===== src/rtl/mvu_pkg.sv =====
// MVU shared definitions: element widths, accumulator width and saturation bounds.
package mvu_pkg;

   // Activation element width.
   // Signed, two's complement.
   localparam int TSRCI = 4;

   // Weight element width.
   localparam int TW = 4;

   // Output element width after saturation.
   localparam int TDSTI = 16;

   // Accumulator width.
   // Holds SF * SIMD full-scale products without wrapping.
   localparam int TACC = 24;

   // Width of one signed product.
   localparam int TPROD = TSRCI + TW;

   // Largest positive output value.
   localparam logic signed [TACC-1:0] ACC_MAX = TACC'((2 ** (TDSTI - 1)) - 1);

   // Most negative output value.
   // Bitwise inverse of the max is -2^(TDSTI-1).
   localparam logic signed [TACC-1:0] ACC_MIN = ~ACC_MAX;

endpackage


===== src/rtl/mvu_beat_if.sv =====
// MVU beat interface: one decoded input beat from fold control to the PE array.
`timescale 1ns/10ps

interface mvu_beat_if #(
   parameter int SIMD = 4
);
   import mvu_pkg::*;

   // Beat is valid this cycle.
   logic en;
   // Start of fold, load instead of add.
   logic first;
   // Final beat of the fold.
   logic last;
   // Registered activation slice.
   // Element 0 in the low bits.
   logic [SIMD*TSRCI-1:0] act;

   // Fold control side.
   modport ctrl (
      output en,
      output first,
      output last,
      output act
   );

   // PE side.
   modport pe (
      input en,
      input first,
      input last,
      input act
   );

endinterface


===== src/rtl/mvu_fold_ctrl.sv =====
// MVU fold control: counts valid beats over the fold and registers the beat controls.
`timescale 1ns/10ps

module mvu_fold_ctrl #(
   parameter int SIMD = 4,
   parameter int PE   = 4,
   parameter int SF   = 8
) (
   input  logic                              clk,
   input  logic                              rst,
   input  logic                              in_valid,
   input  logic [SIMD*mvu_pkg::TSRCI-1:0]    in_act,
   input  logic [PE*SIMD*mvu_pkg::TW-1:0]    in_wgt,
   output logic [PE*SIMD*mvu_pkg::TW-1:0]    wgt_q,
   mvu_beat_if.ctrl                          beat
);

   // Counter needs at least one bit, even for SF of 1.
   localparam int CNT_W = (SF > 1) ? $clog2(SF) : 1;
   localparam logic [CNT_W-1:0] CNT_LAST = CNT_W'(SF - 1);

   // Position of the next beat within the fold.
   logic [CNT_W-1:0] cnt;

   // Fold counter, advances only on valid beats.
   // Gaps leave it untouched.
   always_ff @(posedge clk) begin
      if (rst) begin
         cnt <= '0;
      end else if (in_valid) begin
         if (cnt == CNT_LAST) begin
            cnt <= '0;
         end else begin
            cnt <= cnt + 1'b1;
         end
      end
   end

   // Beat controls, cleared on reset.
   always_ff @(posedge clk) begin
      if (rst) begin
         beat.en    <= 1'b0;
         beat.first <= 1'b0;
         beat.last  <= 1'b0;
      end else begin
         beat.en    <= in_valid;
         beat.first <= in_valid && (cnt == '0);
         beat.last  <= in_valid && (cnt == CNT_LAST);
      end
   end

   // Beat payload, captured with the controls.
   always_ff @(posedge clk) begin
      if (in_valid) begin
         beat.act <= in_act;
         wgt_q    <= in_wgt;
      end
   end

   // Counter wraps before reaching SF.
   a_cnt_range: assert property (@(posedge clk) disable iff (rst) int'(cnt) < SF);

endmodule


===== src/rtl/mvu_pe.sv =====
// MVU processing element: SIMD-wide signed dot product accumulated over one fold.
`timescale 1ns/10ps

module mvu_pe #(
   parameter int SIMD = 4
) (
   input  logic                            clk,
   input  logic                            rst,
   mvu_beat_if.pe                          beat,
   input  logic [SIMD*mvu_pkg::TW-1:0]     wgt,
   output logic signed [mvu_pkg::TACC-1:0] acc,
   output logic                            acc_last
);
   import mvu_pkg::*;

   // Per-element products.
   logic signed [TPROD-1:0] prod [SIMD];
   // Adder tree result for this beat.
   logic signed [TACC-1:0]  dot;

   // Stage 1 registers.
   logic signed [TACC-1:0]  s1_sum;
   logic                    s1_en;
   logic                    s1_first;
   logic                    s1_last;

   // Signed multiply of each activation/weight pair.
   always_comb begin
      for (int i = 0; i < SIMD; i++) begin
         prod[i] = $signed(beat.act[i*TSRCI +: TSRCI]) * $signed(wgt[i*TW +: TW]);
      end
   end

   // Reduction, sign-extended to the accumulator width.
   always_comb begin
      dot = '0;
      for (int i = 0; i < SIMD; i++) begin
         dot = dot + prod[i];
      end
   end

   // Stage 1 controls follow the beat.
   always_ff @(posedge clk) begin
      if (rst) begin
         s1_en    <= 1'b0;
         s1_first <= 1'b0;
         s1_last  <= 1'b0;
      end else begin
         s1_en    <= beat.en;
         s1_first <= beat.first;
         s1_last  <= beat.last;
      end
   end

   // Stage 1 sum.
   always_ff @(posedge clk) begin
      if (beat.en) begin
         s1_sum <= dot;
      end
   end

   // Stage 2 accumulator.
   // First beat replaces the old fold's total.
   always_ff @(posedge clk) begin
      if (s1_en) begin
         if (s1_first) begin
            acc <= s1_sum;
         end else begin
            acc <= acc + s1_sum;
         end
      end
   end

   // Result strobe, one cycle per fold.
   always_ff @(posedge clk) begin
      if (rst) begin
         acc_last <= 1'b0;
      end else begin
         acc_last <= s1_en && s1_last;
      end
   end

   // Fold marks never appear without a valid beat.
   a_marks_need_en: assert property (@(posedge clk) disable iff (rst)
      (beat.first || beat.last) |-> beat.en);

endmodule


===== src/rtl/mvu_pe_array.sv =====
// MVU PE array: PE copies sharing one activation beat, each with its own weight slice.
`timescale 1ns/10ps

module mvu_pe_array #(
   parameter int SIMD = 4,
   parameter int PE   = 4
) (
   input  logic                              clk,
   input  logic                              rst,
   mvu_beat_if.pe                            beat,
   input  logic [PE*SIMD*mvu_pkg::TW-1:0]    wgt,
   output logic [PE*mvu_pkg::TACC-1:0]       acc,
   output logic                              acc_last
);
   import mvu_pkg::*;

   // Result strobes of every copy.
   logic [PE-1:0] pe_last;

   // One PE per output element.
   // PE p reads weights at p*SIMD*TW.
   for (genvar p = 0; p < PE; p++) begin : g_pe
      mvu_pe #(
         .SIMD (SIMD)
      ) u_pe (
         .clk      (clk),
         .rst      (rst),
         .beat     (beat),
         .wgt      (wgt[p*SIMD*TW +: SIMD*TW]),
         .acc      (acc[p*TACC +: TACC]),
         .acc_last (pe_last[p])
      );
   end

   // All copies run in lockstep, so PE 0 speaks for the array.
   assign acc_last = pe_last[0];

endmodule


===== src/rtl/mvu_out_sat.sv =====
// MVU output stage: clamps each PE sum to the output width and strobes the vector out.
`timescale 1ns/10ps

module mvu_out_sat #(
   parameter int PE = 4
) (
   input  logic                           clk,
   input  logic                           rst,
   input  logic [PE*mvu_pkg::TACC-1:0]    acc,
   input  logic                           acc_last,
   output logic [PE*mvu_pkg::TDSTI-1:0]   out,
   output logic                           out_valid
);
   import mvu_pkg::*;

   // Clamp one signed sum into TDSTI bits.
   function automatic logic [TDSTI-1:0] sat(input logic signed [TACC-1:0] v);
      if (v > ACC_MAX) begin
         return TDSTI'(ACC_MAX);
      end
      if (v < ACC_MIN) begin
         return TDSTI'(ACC_MIN);
      end
      return v[TDSTI-1:0];
   endfunction

   // Output vector, PE 0 in the low bits.
   // Holds until the next fold completes.
   always_ff @(posedge clk) begin
      if (acc_last) begin
         for (int p = 0; p < PE; p++) begin
            out[p*TDSTI +: TDSTI] <= sat(acc[p*TACC +: TACC]);
         end
      end
   end

   // One strobe per result.
   always_ff @(posedge clk) begin
      if (rst) begin
         out_valid <= 1'b0;
      end else begin
         out_valid <= acc_last;
      end
   end

   // Strobe is a single-cycle pulse.
   a_one_pulse: assert property (@(posedge clk) disable iff (rst)
      out_valid |=> !out_valid);

endmodule


===== src/rtl/mvu_top.sv =====
// MVU top: streaming matrix-vector multiply with fold control, PE array and saturation.
`timescale 1ns/10ps

module mvu_top #(
   parameter int SIMD = 4,
   parameter int PE   = 4,
   parameter int SF   = 8
) (
   input  logic                              clk,
   input  logic                              rst,
   input  logic                              in_valid,
   input  logic [SIMD*mvu_pkg::TSRCI-1:0]    in_act,
   input  logic [PE*SIMD*mvu_pkg::TW-1:0]    in_wgt,
   output logic                              out_valid,
   output logic [PE*mvu_pkg::TDSTI-1:0]      out
);
   import mvu_pkg::*;

   // Weights aligned with the registered beat.
   logic [PE*SIMD*TW-1:0] wgt_q;
   // Accumulated PE sums and their strobe.
   logic [PE*TACC-1:0]    acc;
   logic                  acc_last;

   // Decoded beat.
   mvu_beat_if #(
      .SIMD (SIMD)
   ) beat ();

   // Fold counting, one cycle.
   mvu_fold_ctrl #(
      .SIMD (SIMD),
      .PE   (PE),
      .SF   (SF)
   ) u_fold_ctrl (
      .clk      (clk),
      .rst      (rst),
      .in_valid (in_valid),
      .in_act   (in_act),
      .in_wgt   (in_wgt),
      .wgt_q    (wgt_q),
      .beat     (beat.ctrl)
   );

   // Dot products and accumulation, two cycles.
   mvu_pe_array #(
      .SIMD (SIMD),
      .PE   (PE)
   ) u_pe_array (
      .clk      (clk),
      .rst      (rst),
      .beat     (beat.pe),
      .wgt      (wgt_q),
      .acc      (acc),
      .acc_last (acc_last)
   );

   // Saturation and output strobe, one cycle.
   mvu_out_sat #(
      .PE (PE)
   ) u_out_sat (
      .clk       (clk),
      .rst       (rst),
      .acc       (acc),
      .acc_last  (acc_last),
      .out       (out),
      .out_valid (out_valid)
   );

endmodule


===== config.mk =====
export PLATFORM = sky130hd
export DESIGN_NAME = mvu_top
export DESIGN_NICKNAME = d
export VERILOG_FILES = /design/src/rtl/mvu_pkg.sv /design/src/rtl/mvu_beat_if.sv /design/src/rtl/mvu_fold_ctrl.sv /design/src/rtl/mvu_pe.sv /design/src/rtl/mvu_pe_array.sv /design/src/rtl/mvu_out_sat.sv /design/src/rtl/mvu_top.sv
export SDC_FILE = /design/constraint.sdc
export NUM_CORES = 1
export LEC_CHECK = 0
export BUFFER_PORTS_ARGS = -buffer_cell sky130_fd_sc_hd__buf_2
export CELL_PAD_IN_SITES_DETAIL_PLACEMENT = 0
export CELL_PAD_IN_SITES_GLOBAL_PLACEMENT = 2
export CORE_MARGIN = 2
export CORE_UTILIZATION = 35
export CTS_CLUSTER_SIZE = 16
export DETAILED_ROUTE_END_ITERATION = 6
export GPL_ROUTABILITY_DRIVEN = 1
export PLACE_DENSITY_LB_ADDON = 0.1
export SLEW_MARGIN = 10
export SYNTH_ARGS = -nofsm -noshare
export SYNTH_HDL_FRONTEND = slang
export SYNTH_SLANG_ARGS = --single-unit

===== constraint.sdc =====
create_clock -name clk -period 6.5 [get_ports clk]
set_clock_uncertainty 0.05 [all_clocks]
set_input_delay 0.325 -clock clk [delete_from_list [all_inputs] [get_ports clk]]
set_output_delay 0.325 -clock clk [all_outputs]
set_load 0.005 [all_outputs]

**Word-level counts from Yosys, hierarchy flattened**

Index checks and enable logic that the tools add are counted.
W data, S select, Z words.

- Register bits: 347
- Output and inout port bits: 65
- Logic and storage cells: 107

- Add/subtract/negate cells: 17
- Multiply operators: 16
- Magnitude comparators: 8
- Equality and inequality tests: 1
- Multiplexer cells: 41
- Reductions and logical operators: 4

Operators with widths:

| kind | count |
|---|---|
| $mux W16 | 16 |
| $mul A4 B4 Y8 | 16 |
| $add A24 B24 Y24 | 4 |
| $gt A24 B16 Y1 const B | 4 |
| $lt A24 B16 Y1 const B | 4 |
| $mux W24 | 4 |
| $add A10 B8 Y11 | 4 |
| $add A9 B8 Y10 | 4 |
| $add A8 B8 Y9 | 4 |
| $mux W1 | 20 |
| $add A3 B1 Y3 const B | 1 |
| $eq A3 B3 Y1 const B | 1 |
| $logic_and A1 B1 Y1 | 3 |
| $logic_not A3 Y1 | 1 |
| $mux W3 | 1 |

**Logic depth before layout (Yosys ltp)**

Gate-level depths: netlist of run 1.

- Word-level depth: 7
- Mapped depth: 23
- Gate-level depth less buffers: 22

**Cells and area by module**

Synthesis of run 1 repeated with hierarchy kept, for this count alone.

- Cells, all modules: 2801
- Area, all modules: 29681.0 µm²

Modules (own cells, without submodules):

| module | instances | cells an instance | area an instance (µm²) | seq. area each (µm²) |
|---|---|---|---|---|
| mvu_pe (u_pe_array.g_pe[0].u_pe ...) | 2 | 622 | 5989.5 | 1131.1 |
| mvu_pe (u_pe_array.g_pe[3].u_pe) | 1 | 610 | 5941.9 | 1131.1 |
| mvu_pe (u_pe_array.g_pe[2].u_pe) | 1 | 609 | 5893.2 | 1131.1 |
| mvu_out_sat | 1 | 238 | 3230.6 | 1941.9 |
| mvu_fold_ctrl | 1 | 100 | 2636.3 | 2522.4 |

**Least setup slack after synthesis of run 1**

Ideal clock, no wire load.

- Kind: reg-to-reg
- Start: register u_fold_ctrl.beat.act[7]
- End: register u_pe_array.g_pe[3].u_pe.s1_sum[22] (data pin)
- Setup time: 0.260 ns
- Arrival time: 5.387 ns
- Data required time: 6.190 ns
- Setup slack: 0.803 ns
- Stages on the path, launching flop included: 21
- Buffers on the path: 1
- Clock period less this slack: 5.697 ns
- Cell sequence: edfxtp_1 > clkbuf_1 > nand2_1 > fa_1 > fa_1 > inv_1 > fa_1 > fa_1 > inv_1 > fa_1 > fa_1 > inv_1 > ha_1 > o21ai_0 > a21boi_0 > o21ai_0 > nand2b_1 > a21o_1 > a21oi_1 > o21ai_0 > xnor2_1

- Cells in the longest elaborated chain, start to end: 4

RTL lines:

| item | line | source |
|---|---|---|
| start, declared | mvu_beat_if.sv:24 | `output act` |
| start signal, assigned | mvu_fold_ctrl.sv:55 | `beat.act <= in_act;` |
| $mul A4 B4 Y8 | mvu_pe.sv:30 | `prod[i] = $signed(beat.act[i*TSRCI +: TSRCI]) * $signed(wgt[i*TW +: TW]);` |
| $add A8 B8 Y9 | mvu_pe.sv:38 | `dot = dot + prod[i];` |
| $add A9 B8 Y10 | mvu_pe.sv:38 |  |
| $add A10 B8 Y11 | mvu_pe.sv:38 |  |
| named net u_pe_array.g_pe[3].u_pe.dot[10] | mvu_pe.sv:19 | `logic signed [TACC-1:0] dot;` |
| end signal, assigned | mvu_pe.sv:58 | `s1_sum <= dot;` |
| end, declared | mvu_pe.sv:22 | `logic signed [TACC-1:0] s1_sum;` |

The timed path passes the listed nets, and every way through them passes these cells.
A chain may end at the register's enable or synchronous reset.

**Final worst setup path of run 1**

- Start: register u_fold_ctrl.beat.act[1]
- End: register u_pe_array.g_pe[0].u_pe.s1_sum[22] (data pin)

- Cells in the longest elaborated chain, start to end: 4

RTL lines:

| item | line |
|---|---|
| $mul A4 B4 Y8 | mvu_pe.sv:30 |
| $add A8 B8 Y9 | mvu_pe.sv:38 |
| $add A9 B8 Y10 | mvu_pe.sv:38 |
| $add A10 B8 Y11 | mvu_pe.sv:38 |
| named net u_pe_array.g_pe[0].u_pe.dot[10] | mvu_pe.sv:19 |
| end signal, assigned | mvu_pe.sv:58 |
| end, declared | mvu_pe.sv:22 |

The timed path passes the listed nets, and every way through them passes these cells.

==> reports/metrics.yaml, run 1 <==
sta:
  timing.fmax_ghz: 0.164
  finalCriticalPeriod_ns: 6.09
  setup_viol: 0
  rsz0062_at_grt: "false"
  hold_violations: 0
  max_slew_margin: 0.289
  tns_ns: 0
  drv_slew: 0
  timing.final.crit_share: 0.937
  worstMarginPinSlew_ns: 1.06
finish:
  layout-drive-gt1-share: 0.0966
  syn_to_final_growth_pct: 15.3
  final_area_um2: 32200
  final_common_cell: "inv_1"
  instances_no_fill: 3906
  most-common-layout-cells: "inv_1, fa_1, edfxtp_1, ha_1, nand2_1"
  antenna_cells: 0
  fin_nets: 3491
worst_setup_path:
  slowest_delay_ns: 0.81
  crit_end: "u_pe_array.g_pe[0].u_pe.s1_sum[22]$_DFFE_PP_"
  required_ns: 6.75
  cp.depth: 20
  path_cells: "buf_4 > nand2_1 > fa_1 > fa_1 > fa_1 > inv_1 > fa_1 > inv_1 > fa_1 > fa_1 > inv_1 > ha_1 > inv_1 > o21ai_0 > a21oi_1 > o21bai_1 > a21o_1 > a21oi_1 > o21ai_0 > xnor2_1"
  critPathArrivalTime_ns: 6.35
  path_buf_inv: 5
  crit_family: "adder cells"
  r2r_slack_ns: 0.41
  path_max_fanout: 10
  crit_slowest_cell: "edfxtp_1"
  critPathKind: "register to register"
  critPathLaunchType: "register"
  r2r-end: "u_pe_array.g_pe[0].u_pe.s1_sum[22]$_DFFE_PP_"
  rr_worst_depth: 20
  crit_start: "u_fold_ctrl.beat.act[1]$_DFFE_PP_"
  cp_common_cell: "fa_1"
  cp-end-kind: "register"
  r2r_start: "u_fold_ctrl.beat.act[1]$_DFFE_PP_"
die:
  pin_count: 148
  core_area_um2: 79000
  rows: 103
  chipWidth_um: 286
  initial_core_util: 0.353
  die_area_um2: 82000
  die_h_um: 286
logic_synthesis:
  synth.distinct_cells: 65
  avgSynthCellArea_um2: 10.8
  async_flop_share: 0
  ys.flop_type: "edfxtp_1"
  syn_nets: 3251
  syn-instance-count: 2585
  netlist_area_um2: 27900
  synth_edf_count: 284
  yosys_warnings: 0
  ys_ff_latch: 295
  ys_seq_area_frac: 0.313
global_route:
  grt_first_pass_wirelength_um: 109000
  met2_usage: 0.272
  antenna_found_initial: 1
  grt_usage: 0.169
  grt_use_met1: 0.244
  busiest_layer: "met2"
  grt_max_degree: 140
  grt_pass1_vias: 19744
  grt_overflow: 0
  use_met3: 0.0226
route:
  vias: 18398
  routed_wl_um: 67600
  wl_per_cell_um: 17.3
  drcViolationCount: 0
  first_pass_iters: 5
  ant_nets: 0
  drt_iter0_drc: 879
  vias_per_cell: 4.71
clock_network:
  cts.sinks: 295
  clk_latency_ns: 0.57
  clk_path_buf_depth: 3
  h-tree-depth: 2
  numCtsBuffers: 41
  ctsResizeCount: 0
  cts.reportedPaths.clkPinSlew_ns: 0.06
  cts_tree: "built"
  cts_root_buf: "clkbuf_16"
place:
  place_inst: 3744
  postPlaceCellArea_um2: 30000
  gp_congestion: 0.837
  dp_hpwl_um: 53900
  io_buffers: 147
run_status:
  status: "finished clean"
flow_run:
  drv_cap: 0
min_path:
  hold_class: "input port to register"
==> worst min-delay path by stage <==
stage / startpoint / to / slack (ns) / cells after the start
2_1_floorplan: u_pe_array.g_pe[0].u_pe.s1_last$_SDFF_PP0_ / u_pe_array.g_pe[0].u_pe.acc_last$_SDFF_PP0_ / 0.35 / 2
3_3_place_gp: u_pe_array.g_pe[0].u_pe.s1_last$_SDFF_PP0_ / u_pe_array.g_pe[0].u_pe.acc_last$_SDFF_PP0_ / 0.34 / 2
3_5_place_dp: u_pe_array.g_pe[0].u_pe.s1_last$_SDFF_PP0_ / u_pe_array.g_pe[0].u_pe.acc_last$_SDFF_PP0_ / 0.35 / 2
4_1_cts: in_valid / u_fold_ctrl.wgt_q[16]$_DFFE_PP_ / 0.06 / 1
5_1_grt: in_valid / u_fold_ctrl.wgt_q[16]$_DFFE_PP_ / 0.07 / 1
6_report: in_valid / u_fold_ctrl.wgt_q[16]$_DFFE_PP_ / 0.1 / 1
==> logic make-up (layout without fill, tap and decap cells) <==
family,count (synthesis),in the layout,synth area share
adder cells (fa/ha/maj),585,585,0.355
AND/OR/NAND/NOR,489,489,0.0888
XOR/XNOR,153,153,0.0480
flip-flops,295,295,0.313
AO/OA/AOI/OAI,471,471,0.110
multiplexers,22,22,0.00816
buffers and inverters,570,841,0.0767
==> final cells by class <==
cell class | instances | area (um^2)
fillers | 7697 | 46800
multi-input cells | 1720 | 17000
flip-flops and latches | 295 | 8760
inverters | 505 | 1900
repair buffers | 262 | 1840
well taps | 1050 | 1310
clock buffers | 52 | 1090
clock inverters | 22 | 248
==> synth_stat cells, types with 55 or more instances <==
| library cell | instances | area, um^2 |
|---|---|---|
| ha_1 | 239 | 2990 |
| and2_1 | 124 | 776 |
| clkbuf_1 | 64 | 240 |
| nor2_1 | 72 | 270 |
| o21a_1 | 72 | 541 |
| edfxtp_1 | 284 | 8530 |
| inv_1 | 505 | 1900 |
| fa_1 | 344 | 6890 |
| nand2_1 | 156 | 586 |
| o21ai_0 | 123 | 616 |
| a21o_1 | 56 | 420 |
| a21oi_1 | 91 | 455 |
| xnor2_1 | 98 | 858 |
| xor2_1 | 55 | 482 |
==> metrics by stage <==
step	setup slack (ns)	util	hold WS, ns
2_1_floorplan	0.803	-	0.345
3_3_place_gp	0.306	0.379	0.342
3_5_place_dp	0.215	0.379	0.347
4_1_cts	0.199	0.406	0.0611
5_1_grt	0.0554	0.407	0.0748
6_report	0.407	0.407	0.0977
==> timing repair <==
| action | CTS | global route |
|---|---|---|
| setup endpoints to repair | 0 | 2 |
| hold endpoints to repair | 89 | 0 |
| hold buffers | 81 | 0 |
| buffers inserted | 0 | 7 |
==> registers in the layout, summed over array words and instances (netlist names), 3 cells and up <==
register,flops
u_out_sat.out,64
u_fold_ctrl.wgt_q,64
u_pe_array.g_pe.u_pe.s1_sum,44
u_fold_ctrl.cnt,3
u_fold_ctrl.beat.act,16
u_pe_array.g_pe.u_pe.acc,96
==> layer usage <==
metal / up-vias / part of all wire
met5: - / 0
met4: 0 / 0.017
met3: 60 / 0.034
met2: 274 / 0.45
met1: 9096 / 0.50
li1: 8968 / -
==> worst reg2reg max path: stages (launching register included) <==
cell	delay (ns)
edfxtp_1	0.81
buf_4	0.29
nand2_1	0.08
fa_1	0.48
fa_1	0.51
fa_1	0.51
inv_1	0.05
fa_1	0.53
inv_1	0.05
fa_1	0.45
fa_1	0.50
inv_1	0.04
ha_1	0.30
inv_1	0.05
o21ai_0	0.27
a21oi_1	0.12
o21bai_1	0.21
a21o_1	0.15
a21oi_1	0.09
o21ai_0	0.21
xnor2_1	0.09
Power of run 1 is left out: the tool's default activity adds up to more than one toggle a clock period on the data nets, which glitch-free logic cannot reach.
==> inputs of run 2 (changes only) <==
--- a/config.mk
+++ b/config.mk
@@ -9,7 +9,7 @@
 export CELL_PAD_IN_SITES_DETAIL_PLACEMENT = 0
 export CELL_PAD_IN_SITES_GLOBAL_PLACEMENT = 2
 export CORE_MARGIN = 2
-export CORE_UTILIZATION = 35
+export CORE_UTILIZATION = 30
 export CTS_CLUSTER_SIZE = 16
 export DETAILED_ROUTE_END_ITERATION = 6
 export GPL_ROUTABILITY_DRIVEN = 1
==> constraint.sdc (replaced) <==
create_clock -name clk -period 6.15 [get_ports clk]
set_clock_uncertainty 0.05 [all_clocks]
set_input_delay 0.3075 -clock clk [delete_from_list [all_inputs] [get_ports clk]]
set_output_delay 0.3075 -clock clk [all_outputs]
set_load 0.005 [all_outputs]
==> reports/metrics.yaml, run 2 (synthesis gave the netlist of run 1 again) <==
global_route:
  grt_max_degree: 122  # was 140
  antenna_found_initial: 1  # unchanged
  grt_pass1_vias: 19730  # was 19744
  grt_overflow: 0  # unchanged
  grt_first_pass_wirelength_um: 113000  # was 109000 um
  grt_usage: 0.152  # was 0.169
finish:
  largest_reg_flops: 96  # unchanged
  seq_area_um2: 8760  # unchanged
  most-common-layout-cells: "inv_1, fa_1, edfxtp_1, ha_1, nand2_1"  # unchanged
  multiInputGateArea_um2: 17000  # about the same
  final_common_cell: "inv_1"  # unchanged
  final_core_util: 0.353  # was 0.407
  syn_to_final_growth_pct: 16.2  # was 15.3%
  fin_nets: 3505  # was 3491
  antenna_cells: 0  # unchanged
  layout-drive-gt1-share: 0.100  # was 0.0966
  largest_registers: "u_pe_array.g_pe.u_pe.acc (96), u_fold_ctrl.wgt_q (64), u_out_sat.out (64)"  # unchanged
  largest-register: "u_pe_array.g_pe.u_pe.acc"  # unchanged
  instances_no_fill: 4112  # was 3906
  fill_cells: 9398  # was 7697
route:
  first_pass_iters: 5  # unchanged
  ant_nets: 0  # unchanged
  maxUsedRoutingLayer: "met4"  # unchanged
  met2_wirelength_um: 30000  # was 30300 um
  wl_per_cell_um: 17.1  # was 17.3 um
  wl_met1_um: 36600  # was 33800 um
  vias: 18167  # was 18398
  drt_iter0_drc: 635  # was 879
  drcViolationCount: 0  # unchanged
  vias_per_cell: 4.42  # was 4.71
  wl_met3_um: 2560  # was 2330 um
  routed_wl_um: 70200  # was 67600 um
clock_network:
  numCtsBuffers: 40  # was 41
  cts.reportedPaths.clkPinSlew_ns: 0.06  # about the same
  cts_tree: "built"  # unchanged
  clk_latency_ns: 0.57  # about the same
  cts_root_buf: "clkbuf_16"  # unchanged
  clk_path_buf_depth: 3  # unchanged
  h-tree-depth: 2  # unchanged
  cts.sinks: 295  # unchanged
  cts_setup_buffers: 0  # unchanged
die:
  chipWidth_um: 309  # was 286 um
  die_h_um: 309  # was 286 um
  die_area_um2: 95500  # was 82000 um^2
  core_area_um2: 91900  # was 79000 um^2
  rows: 111  # was 103
  initial_core_util: 0.304  # was 0.353
  pin_count: 148  # unchanged
sta:
  rsz0062_at_grt: "false"  # unchanged
  drv_slew: 0  # unchanged
  timing.final.crit_share: 0.942  # was 0.937
  setup_viol: 0  # unchanged
  max_slew_margin: 0.278  # was 0.289
  timing.fmax_ghz: 0.173  # was 0.164 GHz
  finalCriticalPeriod_ns: 5.79  # was 6.09 ns
  worstMarginPinSlew_ns: 1.08  # was 1.06 ns
  hold_violations: 0  # unchanged
  tns_ns: 0  # unchanged
min_path:
  min_path_cells: 1  # unchanged
  holdPathEnd: "u_fold_ctrl.wgt_q[14]$_DFFE_PP_"  # was u_fold_ctrl.wgt_q[16]$_DFFE_PP_
  hold_class: "input port to register"  # unchanged
  hold_start: "in_valid"  # unchanged
worst_setup_path:
  critPathLaunchType: "register"  # unchanged
  path_cells: "buf_4 > buf_4 > and2_1 > fa_1 > fa_1 > fa_1 > fa_1 > fa_1 > inv_1 > fa_1 > inv_1 > ha_1 > a21boi_0 > o21ai_0 > nand2b_1 > a21o_1 > a21oi_1 > o21ai_0 > xnor2_1"  # was buf_4 > nand2_1 > fa_1 > fa_1 > fa_1 > inv_1 > fa_1 > inv_1 > fa_1 > fa_1 > inv_1 > ha_1 > inv_1 > o21ai_0 > a21oi_1 > o21bai_1 > a21o_1 > a21oi_1 > o21ai_0 > xnor2_1
  crit_family: "adder cells"  # unchanged
  path_max_fanout: 10  # unchanged
  required_ns: 6.40  # was 6.75 ns
  slowest_delay_ns: 0.55  # was 0.81 ns
  r2r_start: "u_fold_ctrl.beat.act[11]$_DFFE_PP_"  # was u_fold_ctrl.beat.act[1]$_DFFE_PP_
  r2r-end: "u_pe_array.g_pe[3].u_pe.s1_sum[22]$_DFFE_PP_"  # was u_pe_array.g_pe[0].u_pe.s1_sum[22]$_DFFE_PP_
  cp-end-kind: "register"  # unchanged
  crit_slowest_cell: "fa_1"  # was edfxtp_1
  critPathArrivalTime_ns: 6.04  # was 6.35 ns
  r2r_slack_ns: 0.36  # was 0.41 ns
  cp_common_cell: "fa_1"  # unchanged
  rr_worst_depth: 19  # was 20
  path_buf_inv: 4  # was 5
  critPathKind: "register to register"  # unchanged
flow_run:
  drv_cap: 0  # unchanged
run_status:
  status: "finished clean"  # unchanged
place:
  io_buffers: 147  # unchanged
  gp_congestion: 0.817  # was 0.837
  dp_hpwl_um: 56400  # was 53900 um
  place_inst: 3959  # was 3744
run 2: cell types whose count changed in the layout (fill, tap and decap cells not counted), sizes merged:
cell,delta
buf,+15
bufinv,-4
clkinv,+3
clkinvlp,+2
inv,-2
clkbuf,-1
run 2: layout make-up:
cell class / count / share of cell area
Sequential cell: 295 / 0.270
Timing Repair Buffer: 277 / 0.0614
Clock inverter: 21 / 0.00378
Multi-Input combinational cell: 1720 / 0.525
Inverter: 505 / 0.0585
Tap cell: 1243 / 0.0480
Clock buffer: 51 / 0.0328
run 2: how the worst max path moves through the flow:
stage / cells after the start / slack [ns] / start / end
2_1_floorplan: 20 / 0.45 / u_fold_ctrl.beat.act[7]$_DFFE_PP_ / u_pe_array.g_pe[3].u_pe.s1_sum[22]$_DFFE_PP_
3_3_place_gp: 21 / 0.32 / u_fold_ctrl.beat.act[11]$_DFFE_PP_ / u_pe_array.g_pe[0].u_pe.s1_sum[22]$_DFFE_PP_
3_5_place_dp: 21 / 0.24 / u_fold_ctrl.beat.act[11]$_DFFE_PP_ / u_pe_array.g_pe[0].u_pe.s1_sum[22]$_DFFE_PP_
4_1_cts: 21 / 0.25 / u_fold_ctrl.beat.act[11]$_DFFE_PP_ / u_pe_array.g_pe[2].u_pe.s1_sum[22]$_DFFE_PP_
5_1_grt: 22 / 0.01 / u_fold_ctrl.beat.act[3]$_DFFE_PP_ / u_pe_array.g_pe[3].u_pe.s1_sum[22]$_DFFE_PP_
6_report: 19 / 0.36 / u_fold_ctrl.beat.act[11]$_DFFE_PP_ / u_pe_array.g_pe[3].u_pe.s1_sum[22]$_DFFE_PP_
run 2: worst reg2reg max path: stages (launching register included):
cell and delay (ns):
edfxtp_1 0.38, buf_4 0.19, buf_4 0.15, and2_1 0.21, fa_1 0.53, fa_1 0.53, fa_1 0.44, fa_1 0.54
fa_1 0.55, inv_1 0.06, fa_1 0.53, inv_1 0.04, ha_1 0.31, a21boi_0 0.15, o21ai_0 0.17, nand2b_1 0.09
a21o_1 0.18, a21oi_1 0.17, o21ai_0 0.13, xnor2_1 0.14
run 2: metal layers:
metal	vias up	track usage
li1	8995	-
met1	8850	0.228
met4	0	0.0296
met5	-	0
met3	55	0.0214
met2	267	0.231
run 2: repair_timing:
action,CTS,global route
resized for setup,0,6
hold endpoints to repair,89,0
hold buffers,81,0
endpoints found under the setup margin,0,4
run 2: metrics by stage:
step | hold slack, ns | setup WS (ns) | cell area (um^2)
2_1_floorplan | 0.329 | 0.453 | 27900
3_3_place_gp | 0.342 | 0.320 | 30400
3_5_place_dp | 0.340 | 0.236 | 30400
4_1_cts | 0.112 | 0.247 | 32400
5_1_grt | 0.130 | 0.0109 | 32400
6_report | 0.151 | 0.360 | 32400
Power of run 2 is left out for the same reason.
